$ cat config.mk
export PLATFORM = sky130hd
export DESIGN_NAME = z80_bridge
export DESIGN_NICKNAME = d
export VERILOG_FILES = /design/src/common/md_bus_pkg.sv /design/src/z80_bridge.sv
export SDC_FILE = /design/constraint.sdc
export NUM_CORES = 1
export LEC_CHECK = 0
export BUFFER_PORTS_ARGS = -buffer_cell sky130_fd_sc_hd__buf_4
export CORE_MARGIN = 4
export CORE_UTILIZATION = 42
export DETAILED_ROUTE_END_ITERATION = 10
export GPL_TIMING_DRIVEN = 0
export PLACE_DENSITY = 0.8
export SLEW_MARGIN = 20
export SYNTH_ARGS = -nofsm -noshare
export SYNTH_HDL_FRONTEND = slang
export SYNTH_SLANG_ARGS = --single-unit
$ cat constraint.sdc
create_clock -name MCLK -period 2.3 [get_ports MCLK]
set_input_delay 0.115 -clock MCLK [delete_from_list [all_inputs] [get_ports MCLK]]
set_output_delay 0.115 -clock MCLK [all_outputs]
set_load 0.01 [all_outputs]
$ cat src/common/md_bus_pkg.sv
// ----------------------------
// Bus fabric definitions
// Widths, FSM encodings and fixed addresses shared by the main and sound buses
// ----------------------------
package md_bus_pkg;

	// ----------------------------
	// Bus widths
	// ----------------------------
	// Main bus word address from byte address bits 23:1
	typedef logic [22:0] maddr_t;
	typedef logic [15:0] mdata_t;
	// Sound bus byte address in a 32 KB space
	typedef logic [14:0] zaddr_t;
	typedef logic [7:0] zdata_t;
	// Bank register forms main bus byte address bits 23:15
	typedef logic [8:0] bank_t;

	// ----------------------------
	// State machines
	// ----------------------------
	typedef enum logic [2:0] {
		MB_IDLE,
		MB_SELECT,
		MB_RAM_READ,
		MB_ROM_READ,
		MB_ZBUS_PRE,
		MB_ZBUS_READ,
		MB_FINISH
	} mstate_t;

	typedef enum logic [1:0] {
		SRC_NONE,
		SRC_CPU,
		SRC_Z80
	} msrc_t;

	typedef enum logic [1:0] {
		ZB_IDLE,
		ZB_READ,
		ZB_FINISH
	} zstate_t;

	typedef enum logic {
		ZSRC_MBUS,
		ZSRC_Z80
	} zsrc_t;

	// ----------------------------
	// Fixed values and pages
	// ----------------------------
	// Returned by absent sound bus devices
	localparam zdata_t OPEN_BYTE = 8'hFF;
	// Control register pages A11100 and A11200
	localparam logic [3:0] CTRL_BUSREQ_PAGE = 4'd1;
	localparam logic [3:0] CTRL_RESET_PAGE = 4'd2;
	// Bank register sits at 6000-60FF of the sound bus
	localparam logic [6:0] ZBUS_BANK_PAGE = 7'h60;

endpackage

$ cat src/z80_bridge.sv
// ----------------------------
// Sound CPU bridge
// Sends sound CPU cycles to the sound bus or through the bank window
// to the main bus and holds the CPU in wait until the answer is back
// ----------------------------
`timescale 1ns/1ps

module z80_bridge import md_bus_pkg::*; (
	input  logic        MCLK,
	input  logic        reset,
	input  logic        z80_mreq_n,
	input  logic        z80_rd_n,
	input  logic        z80_wr_n,
	input  logic [15:0] z80_addr,
	input  zdata_t      z80_wdata,
	output zdata_t      z80_rdata,
	output logic        z80_wait_n,
	input  bank_t       bank,
	// To the main bus
	output logic        zm_req,
	output maddr_t      zm_addr,
	output logic        zm_rnw,
	output logic        zm_uds_n,
	output logic        zm_lds_n,
	output mdata_t      zm_wdata,
	input  mdata_t      zm_rdata,
	input  logic        zm_ack,
	// To the sound bus
	output logic        zz_req,
	output zaddr_t      zz_addr,
	output logic        zz_we,
	output zdata_t      zz_wdata,
	input  zdata_t      zz_rdata,
	input  logic        zz_ack
);

	logic z80_io;
	logic is_zbus;
	logic start;
	logic done;

	assign z80_io = ~z80_mreq_n & (~z80_rd_n | ~z80_wr_n);
	// 0000-7EFF stays on the sound bus
	assign is_zbus = ~z80_addr[15] & ~&z80_addr[14:8];
	// Wait for both acks to drop so a stale ack is never taken
	assign start = z80_io & ~done & ~zm_req & ~zz_req & ~zm_ack & ~zz_ack;
	assign z80_wait_n = ~(z80_io & ~done);

	always_ff @(posedge MCLK) begin
		if (reset) begin
			zm_req <= 1'b0;
			zz_req <= 1'b0;
			done <= 1'b0;
		end else begin
			if (!z80_io)
				done <= 1'b0;
			if (zm_req && zm_ack) begin
				zm_req <= 1'b0;
				done <= 1'b1;
			end
			if (zz_req && zz_ack) begin
				zz_req <= 1'b0;
				done <= 1'b1;
			end
			if (start) begin
				zz_req <= is_zbus;
				zm_req <= ~is_zbus;
			end
		end
	end

	always_ff @(posedge MCLK) begin
		if (start) begin
			zz_addr <= z80_addr[14:0];
			zz_we <= ~z80_wr_n;
			zz_wdata <= z80_wdata;
			// 7F00-7FFF falls on C000xx, which nothing decodes
			zm_addr <= z80_addr[15] ? {bank, z80_addr[14:1]} : {16'hC000, z80_addr[7:1]};
			zm_rnw <= z80_wr_n;
			zm_uds_n <= z80_addr[0];
			zm_lds_n <= ~z80_addr[0];
			zm_wdata <= {z80_wdata, z80_wdata};
		end
		if (zz_req && zz_ack)
			z80_rdata <= zz_rdata;
		if (zm_req && zm_ack)
			z80_rdata <= zm_uds_n ? zm_rdata[7:0] : zm_rdata[15:8];
	end

endmodule

== After elaboration in Yosys (flattened, before gate mapping) ==
Cells that the tools add are included.
Operators by class
  equal/unequal tests: 1
  mux-type cells: 10
  bitwise operators: 20
  reductions and logical operators: 7
Operator list (number)
  8-bit 2-to-1 mux: 3
  1-bit NOT: 12
  1-bit bitwise AND: 7
  1-bit 2-to-1 mux: 7
  7-bit AND reduction: 1
  2-bit nonzero test: 3
  3-bit by 1-bit inequality test with 1-bit output (second input constant): 1
  1-bit logical AND: 2
  1-bit zero test: 1
  1-bit OR: 1
Storage, ports and cells
  bits in registers: 77
  input port bits: 64
  output and inout bits: 77
  logic and storage cells: 51

== Longest topological paths before layout ==
  depth after elaboration: 9
  mapped depth: 5
  depth with buffers taken out: 3

== Worst setup path before layout ==
Ideal clock, no wire load.
  path kind: reg2reg
  from: register zz_req
  to: register zm_addr[0], enable pin
  setup time: 381 ps
  arrival time: 1300 ps
  required time: 1919 ps
  setup slack: 619 ps
  stages on the path, launching flop included: 3
  buffers on the path: 0
  period minus slack after synthesis: 1681 ps
  cell sequence: dfxtp_1 -> nor4_2 -> and2_2
On the way
  cells in the longest elaborated chain, start to end: 4
Ends and longest elaborated chain
  from (decl): RTL line z80_bridge.sv:29  | output logic zz_req,
  from (signal assigned): RTL line z80_bridge.sv:66  | zz_req <= is_zbus;
  1-bit NOT: RTL line z80_bridge.sv:46  | assign start = z80_io & ~done & ~zm_req & ~zz_req & ~zm_ack & ~zz_ack;
  1-bit bitwise AND (3 in series): RTL line z80_bridge.sv:46
  named net start: RTL line z80_bridge.sv:39  | logic start;
  to (signal assigned): RTL line z80_bridge.sv:78  | zm_addr <= z80_addr[15] ? {bank, z80_addr[14:1]} : {16'hC000, z80_addr[7:1]};
  to (decl): RTL line z80_bridge.sv:21  | output maddr_t zm_addr,
The timed path passes the listed nets, and every way through them passes these cells.
A chain may end at the register's enable or synchronous reset.

== Final worst setup path ==
  from: register zz_req
  to: register zm_addr[5], enable pin
The elaborated chain is that of the path after synthesis.

==> out/summary.md <==
Most frequently used flop master after synthesis: sky130_fd_sc_hd__edfxtp_1. The detailed router placed 1658 vias in this run. The final layout net count is 372, and the maximum number of pins on one net before global-route repair is 44. The max-slew headroom at the worst pin was 0.357. Largest clock skew in the final design: 0.00529 ns. The wire-length estimate of the detail-placed layout is 4180 um. After detailed routing, the number of remaining DRC violations is 0.

At the end of routability-driven placement, the weighted congestion stood at 0.799. The final total negative setup slack was 0 ns; the clock-pin transition on the worst setup and hold timing paths was 0.08 ns. After detailed routing, the total wire length is 5560 um.

The kind of capture point of the worst setup path is a flop. The leftover overflow at the end of global routing was 0. For this design the static power due to leakage is 1.58 nW.

Total standard cell area after synthesis: 0.00215 mm2. The total count of max-transition violations in the final report was 0. The die covers 0.00633 mm2. The tools report the type of element launching the critical path as a flop. 141 I/O pins were placed. The run gives 0.527 GHz as the fmax. Minimum clock period after layout: 1.90 ns. Overall power consumption after layout is estimated at 1.83 mW. The insertion delay to the later sink of the worst-skew pair was 0.29 ns. STA puts the critical path data required time at 2.22 ns.

The worst hold path cell count was 1; the diode insertion count for antenna repair was 0. Along the worst path, the maximum fanout reaches 43. Max-cap violations in this run came to 0. The share of flip-flops with an asynchronous set or reset was 0; the average cell area after synthesis was 15.4 um2.

The worst hold path belongs to the class in2reg. The final hold violation count came out at 0. Count of port buffers added during placement: 140. Setup repair after global routing left no endpoint under its margin. Power spread over the standard cell area amounts to 512 mW/mm2.

Growth of design area from synthesis to finish: 66.3%. Cell with the most instances after synthesis: sky130_fd_sc_hd__edfxtp_1. In the synthesized netlist, the number of instances is 140.

The logs give 0 for the number of antenna violations at the first check in global routing and 0.444 for the initial standard-cell utilization of the core. At the pin with the least slew margin, the transition time is 0.965 ns. The run finished with clean final reports. The tools report the number of setup buffers added after CTS as 0.

By area the synthesized netlist is led by sky130_fd_sc_hd__edfxtp_1, sky130_fd_sc_hd__buf_4, sky130_fd_sc_hd__and2_1. The run gives 2 as the CTS H-tree depth. The net count of the mapped netlist came out at 204.

Once the clock tree was built, the resizer swapped 0 gates to a different size. The critical path is of the reg2reg type. The share of layout cells above drive strength 1 works out to 0.570. The Yosys step of the flow raised 0 warnings. The chip width was 79.6 um.

Total routing resource utilization after global routing: 0.180. The number of flops mapped to enable cells by yosys came out at 50. Of all cell types, the one taking the most synthesized area is sky130_fd_sc_hd__edfxtp_1.

The number of clock buffers inserted by TritonCTS is 5. The number of unique standard cell types used by synthesis is 23. The share of the synthesized area in the top cell type was 0.698. The worst-case IR drop observed on VDD is 0.487 mV.

After floorplanning, the core was divided into 25 placement rows. Counting cells, the worst reg-to-reg path comes to 2. The share of the yosys chip area belonging to registers is 0.726. In this run the vertical extent of the chip is 79.6 um. The wire length per cell after detailed routing is 14.8 um. By count the netlist is led by sky130_fd_sc_hd__edfxtp_1, sky130_fd_sc_hd__buf_4, sky130_fd_sc_hd__and2_1.

The logs give 66 for the initial DRC count and 53 for the clock sink count. For the number of fillers in the final layout, the log shows 344. The run gives 20 as the total of hold buffers inserted after clock tree synthesis.

TritonCTS built the clock tree. The first global-routing pass estimated 8690 um of wire. Once detail routing completed, the nets flagged for antenna violations numbered 0. Data on the critical path arrives at its endpoint at 1.82 ns. The number of global-route vias before repair was 1733. The core region is 0.00485 mm2.

Setup violations remaining at the end of the flow were counted as 0. The register bit count reported by yosys is 53. In this run the clock root is driven by a sky130_fd_sc_hd__clkbuf_8.

The pre-antenna-repair detailed-routing pass consisted of 4 iterations. Using the TritonRoute via totals, the vias-per-cell ratio works out to 4.41. In this run the deepest clock path goes through 2 buffers. The share of the clock period used by the worst path is 0.825.
## placed cells by master (no fill, tap or decap), types with 2 or more instances in the layout
cell type                         n
sky130_fd_sc_hd__mux2i_1          8
sky130_fd_sc_hd__clkbuf_8         5
sky130_fd_sc_hd__and2_1          15
sky130_fd_sc_hd__edfxtp_1        50
sky130_fd_sc_hd__clkbuf_1         4
sky130_fd_sc_hd__dlygate4sd3_1   21
sky130_fd_sc_hd__a21oi_1          9
sky130_fd_sc_hd__inv_1            5
sky130_fd_sc_hd__buf_4          165
sky130_fd_sc_hd__nor2_1           9
sky130_fd_sc_hd__nand2b_1         2
sky130_fd_sc_hd__dfxtp_1          3
## power by group
part / switching, mW / total, mW / internal (mW)
sequential: 0.00973 / 1.09 / 1.08
combinational: 0.0914 / 0.252 / 0.160
clock: 0.269 / 0.486 / 0.217
total: 0.370 / 1.83 / 1.46
## critical path, cell delays in order, from the launching register on
cell and delay (ns):
sky130_fd_sc_hd__dfxtp_1 0.36, sky130_fd_sc_hd__nor4_2 0.31, sky130_fd_sc_hd__and2_2 0.83
## layout make-up
| cell class | instances | area [um2] | area share |
|---|---|---|---|
| clock buffer | 8 | 80.1 | 0.0224 |
| buffer | 28 | 208 | 0.0581 |
| timing repair buffer | 161 | 1260 | 0.353 |
| multi-input combinational | 54 | 363 | 0.101 |
| tap | 67 | 83.8 | 0.0234 |
| inverter | 5 | 18.8 | 0.00525 |
| sequential | 53 | 1560 | 0.437 |
## path summary, 6_finish.rpt
| path | from | to | slack, ns |
|---|---|---|---|
| max reg2reg | zz_req$_SDFFE_PP0P_ | zm_addr[5]$_DFFE_PP_ | 0.40 |
| min reg2reg | zm_req$_SDFFE_PP0P_ | zm_req$_SDFFE_PP0P_ | 0.54 |
| min | z80_addr[11] | zz_addr[11]$_DFFE_PP_ | 0.02 |
| max | zz_req$_SDFFE_PP0P_ | zm_addr[5]$_DFFE_PP_ | 0.40 |
## per-stage QoR
stage,utilization,worst slack (ns),hold slack (ns),instances,area [um2]
finish,0.738,0.402,0.0197,376,3580
global route,0.738,0.192,0.00274,376,3580
CTS,0.735,0.386,0.00356,375,3570
detailed placement,0.678,0.398,0.294,347,3290
global placement,0.678,0.426,0.293,347,3290
floorplan,-,0.619,0.187,140,2150
## registers in the layout, summed over array words and instances (netlist names)
| name | count |
|---|---|
| z80_rdata | 8 |
| zz_req | 1 |
| zm_lds_n | 1 |
| zm_req | 1 |
| zm_rnw | 1 |
| zm_addr | 22 |
| zz_we | 1 |
| zz_addr | 9 |
| done | 1 |
| zm_wdata | 8 |
## metal layers
layer	GRT usage	wire (um)	vias up
li1	-	-	810
met1	0.203	2030	754
met2	0.308	2850	85
met3	0.0756	599	9
met4	0.0567	85	0
met5	0	0	-
## logic make-up after synthesis
group           Yosys count  share of synthesized area
flops                    53                      0.726
buf+inv                  33                      0.105
compound gates           15                     0.0471
simple gates             31                     0.0843
mux                       8                     0.0372
No activity file was read; power rests on OpenSTA's default activity.
