<file path="src/common/md_bus_pkg.sv">
// ----------------------------
// Bus fabric definitions
// Widths, FSM encodings and fixed addresses shared by the main and sound buses
// ----------------------------
package md_bus_pkg;

	// ----------------------------
	// Bus widths
	// ----------------------------
	// Main bus word address from byte address bits 23:1
	typedef logic [22:0] maddr_t;
	typedef logic [15:0] mdata_t;
	// Sound bus byte address in a 32 KB space
	typedef logic [14:0] zaddr_t;
	typedef logic [7:0] zdata_t;
	// Bank register forms main bus byte address bits 23:15
	typedef logic [8:0] bank_t;

	// ----------------------------
	// State machines
	// ----------------------------
	typedef enum logic [2:0] {
		MB_IDLE,
		MB_SELECT,
		MB_RAM_READ,
		MB_ROM_READ,
		MB_ZBUS_PRE,
		MB_ZBUS_READ,
		MB_FINISH
	} mstate_t;

	typedef enum logic [1:0] {
		SRC_NONE,
		SRC_CPU,
		SRC_Z80
	} msrc_t;

	typedef enum logic [1:0] {
		ZB_IDLE,
		ZB_READ,
		ZB_FINISH
	} zstate_t;

	typedef enum logic {
		ZSRC_MBUS,
		ZSRC_Z80
	} zsrc_t;

	// ----------------------------
	// Fixed values and pages
	// ----------------------------
	// Returned by absent sound bus devices
	localparam zdata_t OPEN_BYTE = 8'hFF;
	// Control register pages A11100 and A11200
	localparam logic [3:0] CTRL_BUSREQ_PAGE = 4'd1;
	localparam logic [3:0] CTRL_RESET_PAGE = 4'd2;
	// Bank register sits at 6000-60FF of the sound bus
	localparam logic [6:0] ZBUS_BANK_PAGE = 7'h60;

endpackage

</file>
<file path="src/open_bus_noise.sv">
// ----------------------------
// Open bus noise
// Pseudo-random data for reads that hit nothing
// ----------------------------
`timescale 1ns/1ps

module open_bus_noise import md_bus_pkg::*; (
	input  logic   MCLK,
	input  logic   reset,
	output mdata_t noise
);

	logic [16:0] lfsr;

	// x^17 + x^14 + 1, one new bit per clock
	always_ff @(posedge MCLK) begin
		if (reset) begin
			lfsr <= 17'h1ACE1;
			noise <= '0;
		end else begin
			lfsr <= {lfsr[0] ^ lfsr[3], lfsr[16:1]};
			noise <= {noise[14:0], lfsr[0]};
		end
	end

endmodule

</file>
<file path="config.mk">
export PLATFORM = sky130hd
export DESIGN_NAME = open_bus_noise
export DESIGN_NICKNAME = d
export VERILOG_FILES = /design/src/common/md_bus_pkg.sv /design/src/open_bus_noise.sv
export SDC_FILE = /design/constraint.sdc
export NUM_CORES = 1
export LEC_CHECK = 0
export BUFFER_PORTS_ARGS = -buffer_cell sky130_fd_sc_hd__buf_2
export CAP_MARGIN = 10
export CORE_ASPECT_RATIO = 0.7
export CORE_MARGIN = 1
export CORE_UTILIZATION = 40
export DETAILED_ROUTE_END_ITERATION = 10
export GPL_ROUTABILITY_DRIVEN = 0
export MAX_ROUTING_LAYER = met4
export PLACE_DENSITY_LB_ADDON = 0.2
export SLEW_MARGIN = 20
export SYNTH_ARGS = -nofsm -noshare
export SYNTH_HDL_FRONTEND = slang
export SYNTH_SLANG_ARGS = --single-unit
</file>
<file path="constraint.sdc">
create_clock -name MCLK -period 1.1 [get_ports MCLK]
set_input_delay 0.165 -clock MCLK [delete_from_list [all_inputs] [get_ports MCLK]]
set_output_delay 0.165 -clock MCLK [all_outputs]
set_load 0.03 [all_outputs]
</file>
Word level (Yosys, flattened, before mapping)

Index checks and enable logic that the tools add are counted.

Bitwise logic cells: 1

Operators by type and width:

| operator  | number |
|---|---|
| XOR 1 bit | 1 |

Register bits after elaboration: 33
Logic and storage cells: 3
Input bits: 2

Depth between registers and ports, before layout

Gate-level depths: netlist (run 1).

Depth in word-level cells: 1
Depth in mapped cells: 2
Mapped depth without buffers: 2

Least setup slack after synthesis (run 1)

OpenSTA, ideal clock, no wires.

Kind: register -> register
Start: reg noise[9]
End: reg noise[10]
Library setup time: 65 ps
Setup slack: 408 ps
Period minus slack after synthesis: 692 ps
Arrival time: 627 ps
Stages on the path, launching flop included: 2
Data required time: 1035 ps
Cell sequence: dfxtp_1 -> nor2b_1

RTL lines:

| item                     | RTL line             | RTL |
|---|---|---|
| start: declaration       | open_bus_noise.sv:10 | `output mdata_t noise` |
| start signal: assignment | open_bus_noise.sv:22 | `noise <= {noise[14:0], lfsr[0]};` |

No word-level cell between the ends.

Final worst setup path (run 1)

Start: reg noise[10]
End: out noise[10]

No word-level cell between the ends.

==> metrics.md, run 1 <==
| Metric | Value |
|---|---|
| Status | finished clean |
| Initial drt markers | 13 |
| First-pass GRT wire length | 1860 um |
| CTS buffer count | 5 |
| Cell count after synthesis | 70 |
| Area Overhead vs Synth | 17.4% |
| Worst Setup Path Type | reg2out |
| Grt total ovfl | 0 |
| Switching share of power | 0.203 |
| Synthesized area | 897 um^2 |
| Worst path top cell family by delay | flip-flops |
| DRC | 0 |
| Antenna violations before repair | 0 |
| Sequential cell area fraction in the yosys report | 0.736 |
| Post-synth EDFFs | 0 |
| Max-slew headroom | 0.680 |
| Syn nets | 72 |
| Type of origin of the critical path | flop |
| Via-to-Cell Ratio | 3.93 |
| Fin Clk Skew | 0.00280 ns |
| WL final | 1140 um |
| # setup viols final | 0 |
| Layout fillers | 186 |
| Dpl ws | 0.257 ns |
| Crit-path cells | buf_2 |
| Yosys reg bits | 33 |
| Ys async rst share | 0 |
| Worst Path Max Fanout | 2 |
| Num Clock Sinks | 33 |
| Finished Cell Area | 0.00105 mm^2 |
| Max Clk Rate | 956 MHz |
| Initial Util | 0.452 |
| TritonCTS clock tree | yes |
| Min Clock Period, post-route | 1.05 ns |
| Layout cells sized above 1 | 0.253 |
| CTS Buffer Depth | 2 |
| Die ar. | 0.00244 mm^2 |
| Distinct cells, synth | 7 |
| Final WS setup | 0.0535 ns |
| CTS root buf | clkbuf_4 |
| Resize count post-CTS | 0 |
| Combinational Power Share | 0.034 |
| LEAKAGE | 0.467 nW |
| Ant diodes | 0 |
| Final Hold Violating Endpoints | 0 |
| DP HPWL | 643 um |
| Number of global-route vias before repair | 437 |
| CP Data Arrival Time | 0.88 ns |
| RSZ-0062 raised after global routing | no |
| Drt pass-1 iters | 2 |
| Clock power share | 0.331 |
| Top FF cell, synth | dfxtp_1 |
| Post-CTS setup buffer count | 0 |
| CORE AREA | 0.00198 mm^2 |
| Peak supply drop | 0.833 mV |
| Sequential share of power | 0.635 |
| Cell taking the most area after synthesis | dfxtp_1 |
| H-tree depth | 2 |
| Critical path buffers and inverters | 1 |
| Crit path capture type | output port |
| Pwr dens | 1870 mW/mm^2 |
| Largest net degree at the start of global routing | 34 |
| Rows | 13 |
| Synthesized area per cell | 12.8 um^2 |
| Die width | 58.6 um |
| Max-slew violations | 0 |
| Post-route setup TNS | 0 ns |
| Gr usage total | 0.120 |
| Cell Count, Final, Fillers Out | 121 |
| Clk slew on worst S/H paths | 0.09 ns |
| Least-Margin Pin Slew | 0.480 ns |
| Share of the synthesized area in the top cell type | 0.736 |
| Yosys warnings | 0 |
| Switching Power | 0.000399 W |
| WP data required | 0.94 ns |
| Port bufs | 17 |
| Synth area leaders | dfxtp_1 74%, nor2b_1 17%, or2_1 5.6% |
| Top-level I/O count | 18 |
| Internal power | 0.00157 W |
| Final worst path period share | 0.951 |
| Placement Cell Area | 998 um^2 |
| Most frequent cell after synthesis | dfxtp_1 |
| Slowest cell on crit path | dfxtp_1 |
| Hold-fix buffers, CTS | 0 |
| Final nets | 93 |
| Total number of vias | 475 |
| Routed len/inst | 9.40 um |
| Later-pin clock latency in the skew report | 0.32 ns |
| Die height | 41.6 um |
| Placed cell count | 114 |
| Critical Path Max Stage Delay | 0.36 ns |
| Routed Antenna Nets | 0 |
| Max cap viols | 0 |
| Post-synth top cells | 33 x dfxtp_1, 24 x nor2b_1, 8 x or2_1, 2 x buf_2 |
| Worst hold path class | in2reg |
-- layer usage --
layer,vias to the layer above,share of wire,global-route usage
li1,249,-,-
met4,0,0.0062,0.0714
met3,2,0.091,0.103
met5,-,0,-
met2,14,0.39,0.149
met1,210,0.51,0.126
-- per-stage QoR --
| step | hold slack, ns | power (W) | util |
|---|---|---|---|
| after global routing | 0.304 | 0.00207 | 0.531 |
| after detailed placement | 0.390 | 0.00134 | 0.503 |
| final | 0.287 | 0.00197 | 0.531 |
| after global placement | 0.387 | 0.00134 | 0.503 |
| after floorplan | 0.237 | 0.00133 | - |
| after CTS | 0.288 | 0.00200 | 0.531 |
-- path summary, 6_finish.rpt --
kind             start  slack [ns]  depth (start not counted)        end
max          noise[10]        0.05                          1  noise[10]
min              reset        0.29                          2  noise[14]
max reg2reg    lfsr[3]        0.44                          2   lfsr[16]
min reg2reg   lfsr[16]        0.41                          1   lfsr[15]
-- cell families (layout without fill, tap and decap cells) --
| kind of cell | Yosys count | count (layout) | share of synthesized area |
|---|---|---|---|
| xor+xnor | 1 | 1 | 0.00976 |
| buf+inv | 3 | 24 | 0.0237 |
| flops | 33 | 33 | 0.736 |
| simple gates | 33 | 33 | 0.230 |
-- cells in the final DEF (no fill, tap or decap) --
| cell | count |
|---|---|
| dfxtp_1 | 33 |
| nor2b_1 | 24 |
| buf_2 | 17 |
| or2_1 | 8 |
| clkbuf_4 | 5 |
| xnor2_1 | 1 |
| nand2b_1 | 1 |
| clkbuf_8 | 1 |
| clkbuf_1 | 1 |
-- state kept, by name, indices dropped and copies added (netlist names) --
register  flops
lfsr         17
noise        16
-- layout make-up --
| class | instances | area [um^2] | share of cell area |
|---|---|---|---|
| Sequential cell | 33 | 661 | 0.627 |
| Multi-Input combinational cell | 34 | 215 | 0.204 |
| Timing Repair Buffer | 17 | 85.1 | 0.0808 |
| Tap cell | 30 | 37.5 | 0.0356 |
| Clock buffer | 7 | 55.1 | 0.0523 |
-- power by group through the flow --
stage,sequential (W),clock (W),combinational (W)
5_1_grt,0.00125,0.000748,0.0000743
4_1_cts,0.00125,0.000681,0.0000689
6_report,0.00125,0.000650,0.0000670
3_3_place_gp,0.00128,0,0.0000667
2_1_floorplan,0.00129,0,0.0000446
3_5_place_dp,0.00128,0,0.0000681
No activity file was read; power rests on OpenSTA's default activity.
==> inputs of run 2 (changes only) <==
--- a/config.mk
+++ b/config.mk
@@ -9,7 +9,7 @@
 export CAP_MARGIN = 10
 export CORE_ASPECT_RATIO = 0.7
 export CORE_MARGIN = 1
-export CORE_UTILIZATION = 40
+export CORE_UTILIZATION = 38
 export DETAILED_ROUTE_END_ITERATION = 10
 export GPL_ROUTABILITY_DRIVEN = 0
 export MAX_ROUTING_LAYER = met4
==> metrics.md, run 2 (synthesized netlist as in run 1, its figures left out) <==
| Metric | Value |
|---|---|
| R2R Path Start | lfsr[3] |
| # setup viols final | 0 (unchanged) |
| Critical Path Max Stage Delay | 0.34 ns (-0.02 ns) |
| Largest net degree at the start of global routing | 34 (unchanged) |
| Top-level I/O count | 18 (unchanged) |
| Reg-to-reg endpoint | lfsr[16] |
| Largest register by flop count | lfsr |
| Post-route setup TNS | 0 ns (unchanged) |
| WL final | 1150 um (+1.4%) |
| Max Clk Rate | 981 MHz (+2.6%) |
| Layout cells sized above 1 | 0.253 (unchanged) |
| CP Data Arrival Time | 0.85 ns (-0.03 ns) |
| Crit-path cells | buf_2 |
| Clk slew on worst S/H paths | 0.09 ns (about the same) |
| Die width | 60.1 um (+2.5%) |
| Final WS setup | 0.0803 ns (+0.0268 ns) |
| DP HPWL | 690 um (+7.2%) |
| First-pass GRT wire length | 1900 um (+1.8%) |
| Drt pass-1 iters | 4 (+2) |
| LEAKAGE | 0.467 nW (about the same) |
| Worst Setup Path Type | reg2out |
| Final nets | 93 (unchanged) |
| Num Clock Sinks | 33 (unchanged) |
| Die height | 42.7 um (+2.5%) |
| Max cap viols | 0 (unchanged) |
| Routed Antenna Nets | 0 (unchanged) |
| Max-slew violations | 0 (unchanged) |
| Critical path buffers and inverters | 1 (unchanged) |
| Initial Util | 0.410 (-0.0424) |
| CTS Buffer Depth | 2 (unchanged) |
| Post-CTS setup buffer count | 0 (unchanged) |
| WP data required | 0.94 ns (about the same) |
| Rows | 14 (+1) |
| WHS Path Cells | 2 (unchanged) |
| Area Overhead vs Synth | 18.0% |
| Worst Hold Launch | reset |
| Min Clock Period, post-route | 1.02 ns (-0.0268 ns) |
| Flop2flop setup slack | 0.45 ns (about the same) |
| Crit path capture type | output port |
| CTS root buf | clkbuf_4 |
| Number of global-route vias before repair | 442 (+1.1%) |
| Grt total ovfl | 0 (unchanged) |
| Type of origin of the critical path | flop |
| Later-pin clock latency in the skew report | 0.32 ns (about the same) |
| Least-Margin Pin Slew | 0.473 ns (-0.00662 ns) |
| RSZ-0062 raised after global routing | no |
| Status | finished clean |
| Worst Path Max Fanout | 2 (unchanged) |
| H-tree depth | 2 (unchanged) |
| Ant diodes | 0 (unchanged) |
| CORE AREA | 0.00219 mm^2 (+10%) |
| TritonCTS clock tree | yes |
| Fin Clk Skew | 0.00448 ns (+0.00168 ns) |
| Initial drt markers | 8 (-5) |
| Slowest cell on crit path | dfxtp_1 |
| Routed len/inst | 9.37 um (-0.24%) |
| Commonest non-fill, non-tap cells in the layout | 33 x dfxtp_1, 24 x nor2b_1, 16 x buf_2 |
| Gr usage total | 0.122 (+0.00153) |
| WHS Endpoint | noise[9] |
| Port bufs | 17 (unchanged) |
| Die ar. | 0.00256 mm^2 (+5.0%) |
| Commonest non-fill, non-tap cell in the layout | dfxtp_1 |
| Final worst path period share | 0.927 (-0.0243) |
| Pwr dens | 1860 mW/mm^2 (about the same) |
| Via-to-Cell Ratio | 3.84 (-2.2%) |
| Worst hold path class | in2reg |
| Total number of vias | 472 (-0.63%) |
| R2R depth | 2 (unchanged) |
| Largest register FFs | 17 (unchanged) |
| Max-slew headroom | 0.685 (+0.00441) |
| Antenna violations before repair | 0 (unchanged) |
| Top Registers | lfsr x17, noise x16 |
| CTS buffer count | 5 (unchanged) |
| Final Hold Violating Endpoints | 0 (unchanged) |
| DRC | 0 (unchanged) |
| Dpl ws | 0.241 ns (-0.0166 ns) |
| Peak supply drop | 0.774 mV (-7.1%) |
| Worst path top cell family by delay | flip-flops |
## run 2: cell counts in the layout (fill, tap and decap cells not counted)
Identical to the previous run, type by type.
## run 2: per-layer routing
metal | up-vias | global-route usage | share of wire
met1 | 210 | 0.141 | 0.57
met3 | 0 | 0.0823 | 0.069
met2 | 11 | 0.127 | 0.36
met4 | 0 | 0.126 | 0
met5 | - | - | 0
li1 | 251 | - | -
## run 2: timing repair
action / CTS / global route
hold buffers: 0 / 0
endpoints found under the hold margin: 0 / 0
resized for setup: 0 / 2
endpoints found under the setup margin: 0 / 1
## run 2: power by group
part / total [W] / internal (W) / leakage (nW) / switching (W)
registers: 0.00125 / 0.00124 / 0.271 / 0.0000118
logic: 0.0000673 / 0.0000280 / 0.164 / 0.0000392
clock network: 0.000658 / 0.000301 / 0.0314 / 0.000356
total: 0.00197 / 0.00157 / 0.467 / 0.000407
## run 2: area by class of cell
class / count / area (um^2)
tap: 32 / 40.0
timing repair buffer: 17 / 87.6
multi-input combinational: 34 / 215
sequential: 33 / 661
fill: 206 / 1130
clock buffer: 7 / 55.1
## run 2: per-stage QoR
step	power (W)	cells	instance area [um^2]	util	hold slack (ns)
after floorplan	0.00133	70	897	-	0.237
after global placement	0.00134	116	1000	0.457	0.385
after detailed placement	0.00135	116	1000	0.457	0.394
after CTS	0.00201	123	1060	0.482	0.271
after global routing	0.00207	123	1060	0.483	0.304
final	0.00197	123	1060	0.483	0.282
## run 2: worst max path at each step
stage	slack [ns]	cells after the start	endpoint	start
global placement	0.27	2	lfsr[5]	reset
CTS	0.04	1	noise[10]	noise[10]
global route	0.02	1	noise[13]	noise[13]
floorplan	0.41	1	noise[10]	noise[9]
detailed placement	0.24	2	lfsr[6]	reset
finish	0.08	1	noise[2]	noise[2]
