File: config.mk
export PLATFORM = sky130hd
export DESIGN_NAME = mbus_ctrl
export DESIGN_NICKNAME = d
export VERILOG_FILES = /design/src/common/md_bus_pkg.sv /design/src/mbus/mbus_ctrl.sv
export SDC_FILE = /design/constraint.sdc
export NUM_CORES = 1
export LEC_CHECK = 0
export ABC_AREA = 1
export BUFFER_PORTS_ARGS = -buffer_cell sky130_fd_sc_hd__clkbuf_2
export CAP_MARGIN = 20
export CORE_ASPECT_RATIO = 1.4
export CORE_UTILIZATION = 47
export CTS_CLUSTER_SIZE = 40
export DETAILED_ROUTE_END_ITERATION = 7
export GPL_TIMING_DRIVEN = 0
export PLACE_DENSITY = 0.79
export SLEW_MARGIN = 20
export SYNTH_ARGS = -nofsm -noshare
export SYNTH_HDL_FRONTEND = slang
export SYNTH_SLANG_ARGS = --single-unit
export TNS_END_PERCENT = 1
File: constraint.sdc
create_clock -name MCLK -period 3.4 [get_ports MCLK]
set_input_delay 0.34 -clock MCLK [delete_from_list [all_inputs] [get_ports MCLK]]
set_output_delay 0.34 -clock MCLK [all_outputs]
set_load 0.02 [all_outputs]
File: src/common/md_bus_pkg.sv
// ----------------------------
// Bus fabric definitions
// Widths, FSM encodings and fixed addresses shared by the main and sound buses
// ----------------------------
package md_bus_pkg;

	// ----------------------------
	// Bus widths
	// ----------------------------
	// Main bus word address from byte address bits 23:1
	typedef logic [22:0] maddr_t;
	typedef logic [15:0] mdata_t;
	// Sound bus byte address in a 32 KB space
	typedef logic [14:0] zaddr_t;
	typedef logic [7:0] zdata_t;
	// Bank register forms main bus byte address bits 23:15
	typedef logic [8:0] bank_t;

	// ----------------------------
	// State machines
	// ----------------------------
	typedef enum logic [2:0] {
		MB_IDLE,
		MB_SELECT,
		MB_RAM_READ,
		MB_ROM_READ,
		MB_ZBUS_PRE,
		MB_ZBUS_READ,
		MB_FINISH
	} mstate_t;

	typedef enum logic [1:0] {
		SRC_NONE,
		SRC_CPU,
		SRC_Z80
	} msrc_t;

	typedef enum logic [1:0] {
		ZB_IDLE,
		ZB_READ,
		ZB_FINISH
	} zstate_t;

	typedef enum logic {
		ZSRC_MBUS,
		ZSRC_Z80
	} zsrc_t;

	// ----------------------------
	// Fixed values and pages
	// ----------------------------
	// Returned by absent sound bus devices
	localparam zdata_t OPEN_BYTE = 8'hFF;
	// Control register pages A11100 and A11200
	localparam logic [3:0] CTRL_BUSREQ_PAGE = 4'd1;
	localparam logic [3:0] CTRL_RESET_PAGE = 4'd2;
	// Bank register sits at 6000-60FF of the sound bus
	localparam logic [6:0] ZBUS_BANK_PAGE = 7'h60;

endpackage

File: src/mbus/mbus_ctrl.sv
// ----------------------------
// Main bus controller
// Arbitrates the main CPU and the sound CPU bridge, decodes the address map,
// holds the sound CPU control register and drives the cartridge ROM port
// ----------------------------
`timescale 1ns/1ps

module mbus_ctrl import md_bus_pkg::*; #(
	parameter int WRAM_AW = 15
) (
	input  logic               MCLK,
	input  logic               reset,
	// Main CPU
	input  logic               cpu_as_n,
	input  logic               cpu_uds_n,
	input  logic               cpu_lds_n,
	input  logic               cpu_rnw,
	input  maddr_t             cpu_addr,
	input  mdata_t             cpu_wdata,
	output mdata_t             cpu_rdata,
	output logic               cpu_dtack_n,
	// Sound CPU bridge
	input  logic               zm_req,
	input  maddr_t             zm_addr,
	input  logic               zm_rnw,
	input  logic               zm_uds_n,
	input  logic               zm_lds_n,
	input  mdata_t             zm_wdata,
	output mdata_t             zm_rdata,
	output logic               zm_ack,
	// Sound bus
	output logic               mz_req,
	output zaddr_t             mz_addr,
	output logic               mz_we,
	output zdata_t             mz_wdata,
	input  zdata_t             mz_rdata,
	input  logic               mz_ack,
	// Cartridge ROM
	output maddr_t             rom_addr,
	output logic               rom_req,
	input  logic               rom_ack,
	input  mdata_t             rom_data,
	input  maddr_t             rom_size,
	input  mdata_t             noise,
	// Work RAM
	output logic [WRAM_AW-1:0] wram_addr,
	output mdata_t             wram_wdata,
	output logic               wram_we_u,
	output logic               wram_we_l,
	input  mdata_t             wram_q,
	// Sound CPU control
	output logic               z80_busrq_n,
	output logic               z80_reset_n
);

	mstate_t mstate;
	msrc_t msrc;
	maddr_t mbus_a;
	mdata_t mbus_do;
	mdata_t rd_data;
	logic mbus_rnw;
	logic mbus_uds_n;
	logic mbus_lds_n;
	logic ram_sel;

	// ----------------------------
	// Address decode
	// ----------------------------
	logic [3:0] ctrl_page;
	logic is_rom_area;
	logic is_zbus;
	logic is_ctrl;
	logic is_wram;
	logic ctrl_bit;

	assign ctrl_page = mbus_a[10:7];
	// 000000-9FFFFF
	assign is_rom_area = mbus_a[22:19] < 4'hA;
	// A00000-A0FFFF
	assign is_zbus = mbus_a[22:15] == 8'hA0;
	assign is_ctrl = mbus_a[22:11] == 12'hA11 && mbus_a[6:0] == '0 &&
		(ctrl_page == CTRL_BUSREQ_PAGE || ctrl_page == CTRL_RESET_PAGE);
	// E00000-FFFFFF
	assign is_wram = &mbus_a[22:20];
	// Reads show the written sense of the bit
	assign ctrl_bit = (ctrl_page == CTRL_BUSREQ_PAGE) ? ~z80_busrq_n : z80_reset_n;

	// Strobes for a sound bus cycle; the CPU may assert its strobes late on writes
	logic pre_go;
	logic pre_uds_n;
	logic pre_lds_n;

	assign pre_go = msrc != SRC_CPU || cpu_as_n || !cpu_uds_n || !cpu_lds_n;
	assign pre_uds_n = (msrc == SRC_CPU) ? cpu_uds_n : mbus_uds_n;
	assign pre_lds_n = (msrc == SRC_CPU) ? cpu_lds_n : mbus_lds_n;

	assign rom_addr = mbus_a;
	assign wram_addr = mbus_a[WRAM_AW-1:0];
	assign wram_wdata = mbus_do;
	assign wram_we_u = ram_sel & ~mbus_rnw & ~mbus_uds_n;
	assign wram_we_l = ram_sel & ~mbus_rnw & ~mbus_lds_n;

	always_ff @(posedge MCLK) begin
		if (reset) begin
			mstate <= MB_IDLE;
			msrc <= SRC_NONE;
			cpu_dtack_n <= 1'b1;
			zm_ack <= 1'b0;
			mz_req <= 1'b0;
			rom_req <= 1'b0;
			ram_sel <= 1'b0;
			mbus_rnw <= 1'b1;
			z80_busrq_n <= 1'b1;
			z80_reset_n <= 1'b0;
		end else begin
			if (cpu_as_n)
				cpu_dtack_n <= 1'b1;
			if (!zm_req)
				zm_ack <= 1'b0;

			case (mstate)
				MB_IDLE: begin
					ram_sel <= 1'b0;
					if (!cpu_as_n && cpu_dtack_n) begin
						// Main CPU wins a tie
						msrc <= SRC_CPU;
						mbus_a <= cpu_addr;
						mbus_do <= cpu_wdata;
						mbus_rnw <= cpu_rnw;
						mbus_uds_n <= cpu_uds_n;
						mbus_lds_n <= cpu_lds_n;
						rd_data <= noise;
						mstate <= MB_SELECT;
					end else if (zm_req && !zm_ack && cpu_dtack_n) begin
						// Bridge waits until the last CPU cycle has closed
						msrc <= SRC_Z80;
						mbus_a <= zm_addr;
						mbus_do <= zm_wdata;
						mbus_rnw <= zm_rnw;
						mbus_uds_n <= zm_uds_n;
						mbus_lds_n <= zm_lds_n;
						rd_data <= '1;
						mstate <= MB_SELECT;
					end
				end

				MB_SELECT: begin
					// Unmapped addresses keep the preset data
					mstate <= MB_FINISH;
					if (is_rom_area) begin
						if (mbus_a < rom_size) begin
							rom_req <= ~rom_ack;
							mstate <= MB_ROM_READ;
						end else begin
							rd_data <= '0;
						end
					end else if (is_zbus) begin
						mstate <= MB_ZBUS_PRE;
					end else if (is_ctrl) begin
						rd_data <= {noise[15:9], ctrl_bit, noise[7:0]};
						if (!mbus_rnw && !mbus_uds_n) begin
							if (ctrl_page == CTRL_BUSREQ_PAGE)
								z80_busrq_n <= ~mbus_do[8];
							else
								z80_reset_n <= mbus_do[8];
						end
					end else if (is_wram) begin
						ram_sel <= 1'b1;
						mstate <= MB_RAM_READ;
					end
				end

				MB_RAM_READ: begin
					ram_sel <= 1'b0;
					rd_data <= wram_q;
					mstate <= MB_FINISH;
				end

				MB_ROM_READ: begin
					if (rom_req == rom_ack) begin
						rd_data <= rom_data;
						mstate <= MB_FINISH;
					end
				end

				MB_ZBUS_PRE: begin
					if (pre_go) begin
						mbus_uds_n <= pre_uds_n;
						mbus_lds_n <= pre_lds_n;
						// Odd byte address when the upper strobe is off
						mz_addr <= {mbus_a[13:0], pre_uds_n};
						mz_we <= ~mbus_rnw;
						mz_wdata <= pre_uds_n ? mbus_do[7:0] : mbus_do[15:8];
						mz_req <= 1'b1;
						mstate <= MB_ZBUS_READ;
					end
				end

				MB_ZBUS_READ: begin
					if (mz_ack) begin
						mz_req <= 1'b0;
						rd_data <= {mz_rdata, mz_rdata};
						mstate <= MB_FINISH;
					end
				end

				MB_FINISH: begin
					if (msrc == SRC_CPU) begin
						if (!cpu_as_n) begin
							cpu_rdata <= rd_data;
							cpu_dtack_n <= 1'b0;
						end
						// Hold until the cycle ends or the write strobes show up
						if (cpu_as_n || (!mbus_rnw && (!cpu_uds_n || !cpu_lds_n)))
							mstate <= MB_IDLE;
					end else begin
						zm_rdata <= rd_data;
						zm_ack <= 1'b1;
						mstate <= MB_IDLE;
					end
				end

				default: mstate <= MB_IDLE;
			endcase
		end
	end

	// DTACK is only low while the main CPU still owns the bus
	a_dtack_owner: assert property (@(posedge MCLK) disable iff (reset)
		!cpu_dtack_n |-> msrc == SRC_CPU);

endmodule

# Yosys cells after proc, flatten, opt, wreduce, memory -nomap -nowiden
# Cells that the tools add are included.
dict set report word_totals {
  register_bits 126
  inputBits 169
  out_inout_bits 118
  wordCells 162
}
dict set report op_classes {
  order_cmp 2
  n_eq_ne 26
  mux 57
  bitwise 15
  reduce_logical 42
}
# operator n
set op_table {}
lappend op_table {{$mux 16} 10}
lappend op_table {{$pmux 16 s5} 1}
lappend op_table {{$mux 23} 2}
lappend op_table {{$mux 3} 12}
lappend op_table {{$mux 1} 24}
lappend op_table {{$lt 23x23->1} 1}
lappend op_table {{$pmux 3 s7} 1}
lappend op_table {{$reduce_and 3->1} 6}
lappend op_table {{$ne 2x2->1 const B} 8}
lappend op_table {{$ne 3x3->1 const B} 5}
lappend op_table {{$reduce_and 5->1} 3}
lappend op_table {{$eq 12x12->1 const B} 1}
lappend op_table {{$not 1->1} 12}
lappend op_table {{$reduce_and 6->1} 2}
lappend op_table {{$eq 3x3->1 const B} 3}
lappend op_table {{$eq 8x8->1 const B} 1}
lappend op_table {{$mux 8} 1}
lappend op_table {{$pmux 1 s2} 4}
lappend op_table {{$reduce_and 4->1} 2}
lappend op_table {{$reduce_and 8->1} 1}
lappend op_table {{$reduce_bool 2->1} 4}
lappend op_table {{$logic_and 1x1->1} 7}
lappend op_table {{$logic_not 7->1} 1}
lappend op_table {{$eq 3x2->1 const B} 2}
lappend op_table {{other kinds (15)} 28}

# Logic depth before layout (Yosys ltp)
dict set report depth {
  word_depth 7
  depth_mapped 13
  mapped_depth_nobuf 13
}

# Least setup slack after synthesis
# Ideal clock, no wire load.
dict set report synth_timing {
  kind {register -> register}
  start {reg cpu_dtack_n}
  end {reg mbus_a[0] (netlist: rom_addr[0]) (enable)}
  setup_ps 435
  arrival_ps 2818
  path_slack_ps 147
  path_stages_with_launch 7
  path_buffers 0
  path_cell_list {dfxtp_1 inv_1 o31ai_1 inv_1 nor2_1 inv_1 nor2_1}
}
dict set report synth_via {
  elab_chain_len 3
}
# item line
set synth_rtl {}
lappend synth_rtl {{start: declaration} mbus_ctrl.sv:21} ;# output logic cpu_dtack_n,
lappend synth_rtl {{start signal: assignment} mbus_ctrl.sv:107} ;# cpu_dtack_n <= 1'b1;
lappend synth_rtl {{start signal: assignment} mbus_ctrl.sv:117} ;# cpu_dtack_n <= 1'b1;
lappend synth_rtl {{start signal: assignment} mbus_ctrl.sv:211} ;# cpu_dtack_n <= 1'b0;
lappend synth_rtl {{$logic_and 1x1->1 (on tied branches)} {mbus_ctrl.sv:124, mbus_ctrl.sv:134}}
lappend synth_rtl {{$reduce_bool 2->1 (no line) (*)} --}
lappend synth_rtl {{$reduce_and 3->1 (no line) (*)} --}
lappend synth_rtl {{end signal: assignment} mbus_ctrl.sv:127} ;# mbus_a <= cpu_addr;
lappend synth_rtl {{end signal: assignment} mbus_ctrl.sv:137} ;# mbus_a <= zm_addr;
lappend synth_rtl {{end: declaration} mbus_ctrl.sv:58} ;# maddr_t mbus_a;
# Every way passes the cells marked *; elsewhere a longest branch is shown, timed or not.
# A chain may end at the register's enable or synchronous reset.

# Worst setup path in the final report
dict set report layout_timing {
  start {reg mbus_a[22] (netlist: rom_addr[22])}
  end {reg rd_data[8] (enable)}
}
dict set report layout_via {
  elab_chain_len 5
}
# item line
set layout_rtl {}
lappend layout_rtl {{parallel branches: the longest is 4 deep, another holds $lt 23x23->1} --}
lappend layout_rtl {{$reduce_and 8->1 (no line) (*)} --}
lappend layout_rtl {{end signal: assignment} mbus_ctrl.sv:132} ;# rd_data <= noise;
lappend layout_rtl {{end signal: assignment} mbus_ctrl.sv:160} ;# rd_data <= {noise[15:9], ctrl_bit, noise[7:0]};
lappend layout_rtl {{end signal: assignment} mbus_ctrl.sv:175} ;# rd_data <= wram_q;
lappend layout_rtl {{end: declaration} mbus_ctrl.sv:60} ;# mdata_t rd_data;
# Mark *: on every way between the ends.

==> flow_summary_export.csv <==
group,metric,value,unit
status,run_status,"completed",
logic_synthesis,synth_ff_type,"edfxtp_1",
logic_synthesis,synth.net_count,833,
timing,final-hold-violation-count,0,
logic_synthesis,synth_cells,642,
clocking,post_cts_buffers,0,
logic_synthesis,synth_area_leader_cell,"edfxtp_1",
floorplan,initial_core_util,47.9,%
final_layout,syn_to_final_growth,38.0,%
setup_path,crit_path_end_kind,"flip-flop",
setup_path,critical_path_peak_fanout,9,
final_layout,diodes,0,
setup_path,arrival,2.61,ns
logic_synthesis,yosys-top-cells-count,"nand2_1 (240), edfxtp_1 (113), inv_1 (66)",
final_layout,nNetsFinal,1140,
timing,setup-violations-final,0,
detailed_routing,vias,5608,
floorplan,floorplan.rows,49,
timing,period_needed,2.49,ns
power_and_ir_drop,combPwrFrac,27.6,%
clocking,cts_resized,0,
logic_synthesis,yosys_warnings,0,
clocking,htreeDepth,4,
detailed_routing,viasPerCell,5.03,
power_and_ir_drop,switching_share,32.8,%
floorplan,coreArea,12800,µm²
clocking,cts_sinks,126,
setup_path,start_kind,"flip-flop",
logic_synthesis,synth_area,6140,µm²
placement,dp_hpwl,14.1,mm
power_and_ir_drop,intPower,4.02,mW
detailed_routing,drtPass1Iterations,5,
clocking,cts-root-buf,"clkbuf_16",
power_and_ir_drop,powerDensity,707,nW/µm²
grt,grt_pass1_vias,5506,
timing,slew_violations,0,
logic_synthesis,synthTopCellsByArea,"edfxtp_1 (55%), nand2_1 (15%), ha_1 (4.5%), dfxtp_1 (4.2%), inv_1 (4.0%)",
timing,period_share,73.3,%
power_and_ir_drop,seqPwrFrac,39.3,%
final_layout,design_area,8480,µm²
worst_hold_path,min_path_type,"in -> reg",
timing,fmax,0.401,GHz
logic_synthesis,avgSynthCellArea,9.57,µm²
power_and_ir_drop,leakagePower,4.18,nW
clocking,cts_buffer_depth,2,
floorplan,die_h,137,µm
clocking,numCtsBuffers,17,
power_and_ir_drop,p_sw,1.97,mW
setup_path,critPathKind,"reg -> reg",
detailed_routing,drc_errors,0,
setup_path,cp_data_required_time,3.52,ns
logic_synthesis,yosysMostFrequentCell,"nand2_1",
clocking,cts_hold_buf,0,
grt,antenna_found_initial,0,
timing,setup_tns,0,ns
clocking,clkTransAtPathRegs,0.07,ns
clocking,clk-insertion-delay-late,0.42,ns
floorplan,die_area,13500,µm²
logic_synthesis,synth_cell_types,38,
logic_synthesis,ys_ff_latch,126,
placement,gp_congestion,0.853,
detailed_routing,first_iter_violations,201,
power_and_ir_drop,p_clk_share,33.2,%
timing,tightest_slew,0.890,ns
flow_run,drv_cap,0,
grt,grt_first_pass_wirelength,27.0,mm
placement,dpl_cell_area,7830,µm²
clocking,cts_tree,"built",
detailed_routing,routed_wl,18.1,mm
final_layout,drive_gt1_share,37.2,%
detailed_routing,antenna_left,0,
timing,relSlewSlack,40.6,%
detailed_routing,wl_per_cell,16.2,µm
logic_synthesis,async_flop_share,0,%
floorplan,io_pins,287,
grt,grt_max_degree,27,
floorplan,dieWidth,98.6,µm
power_and_ir_drop,total_power,5.99,mW
grt,grt_usage,27.0,%
grt,gr-total-overflow,0,
logic_synthesis,synth_edf_count,113,
placement,port_buffers,285,
logic_synthesis,ys_seq_area_share,59.5,%
timing,finClkSkew,0.0166,ns
logic_synthesis,synth_top_area_share,55.2,%
final_layout,final_cell_count_no_fill,1115,
power_and_ir_drop,vdd_drop_max,0.406,mV
timing,rsz0062_at_grt,"no",
placement,placedCellCount,1083,
==> final cells by class <==
| cell class | count | area, µm² |
|---|---|---|
| fillers | 1112 | 4340 |
| flip-flops and latches | 126 | 3650 |
| multi-input cells | 415 | 2070 |
| clock buffers | 18 | 429 |
| clock inverters | 14 | 216 |
| well taps | 153 | 191 |
| repair buffers | 288 | 1470 |
| inverters | 68 | 255 |
| plain buffers | 33 | 185 |
==> cells by family (layout without fill, tap and decap cells) <==
kind of cell,after synthesis,after routing,synth area share [%]
simple gates,319,319,21.4
buf+inv,101,421,7.17
compound gates,73,73,7.35
flops,126,126,59.5
xor+xnor,1,1,0.143
fa+ha+maj,22,22,4.48
==> metrics by stage <==
stage	hold WS [ns]	utilization [%]	worst slack, ns
CTS	0.171	66.2	0.871
detailed placement	0.432	61.1	0.870
global placement	0.424	60.6	-0.857
floorplan	0.421	-	0.147
finish	0.180	66.2	0.906
global route	0.178	66.2	0.642
==> power groups by stage <==
stage | logic, mW | clock network [mW] | registers, mW
3_5_place_dp | 1.65 | 0 | 2.38
5_1_grt | 1.84 | 2.07 | 2.38
3_3_place_gp | 1.57 | 0 | 2.38
6_report | 1.65 | 1.99 | 2.35
4_1_cts | 1.66 | 2.01 | 2.35
2_1_floorplan | 0.889 | 0 | 2.49
==> layer usage <==
metal  GRT usage, %  routed length, µm  vias to the layer above  part of all wire [%]
met5              0                  0                        -                     0
met4           11.5                503                        0                   2.8
met3           7.97               1420                       34                   7.8
met2           52.1               9720                      265                    54
met1           26.7               6420                     2554                    36
li1               -                  -                     2755                     -
==> worst paths after layout <==
kind	from	to	slack, ns	depth (start not counted)
max	rom_addr[22]	rd_data[8]	0.91	10
max reg2reg	rom_addr[22]	rd_data[8]	0.91	10
min reg2reg	rd_data[15]	zm_rdata[15]	0.45	0
min	cpu_addr[1]	rom_addr[1]	0.18	3
==> worst max-delay path, stage by stage, from the launching register on <==
cell and delay [ns]:
edfxtp_1 0.47, ha_1 0.34, nand2_1 0.07, nor2_1 0.16
nand2_1 0.09, nor2_1 0.11, nand2_1 0.08, nand4_1 0.17
nand2_1 0.10, a21oi_2 0.38, buf_6 0.22
==> registers in the layout, summed over array words and instances (netlist names) <==
| name | cells |
|---|---|
| zm_ack | 1 |
| mz_addr | 15 |
| mz_we | 1 |
| mstate | 3 |
| mbus_uds_n | 1 |
| zm_rdata | 16 |
| z80_busrq_n | 1 |
| rom_req | 1 |
| wram_wdata | 16 |
| mz_wdata | 8 |
| msrc | 2 |
| rom_addr | 23 |
| rd_data | 16 |
| ram_sel | 1 |
| mbus_lds_n | 1 |
| mz_req | 1 |
| z80_reset_n | 1 |
| cpu_dtack_n | 1 |
| cpu_rdata | 16 |
| mbus_rnw | 1 |
==> layout by cell type (no fill, tap or decap), types with 3 or more instances in the layout <==
cell        count
clkbuf_2      285
ha_1           22
clkinv_4        3
or2_2           4
buf_4          15
o211ai_1        4
edfxtp_1      113
a21oi_1        14
nand4_1        15
nor2_2          3
nor3_1          7
buf_2           4
o21ai_0        27
a22oi_1        12
clkinvlp_4      3
nor2_1         29
dfxtp_1        13
nand2_1       240
nand3_1        11
nor2_4          3
bufinv_16       5
clkbuf_16      17
inv_1          66
clkbuf_1       15
Note: power is estimated with default switching activity, not from simulation.
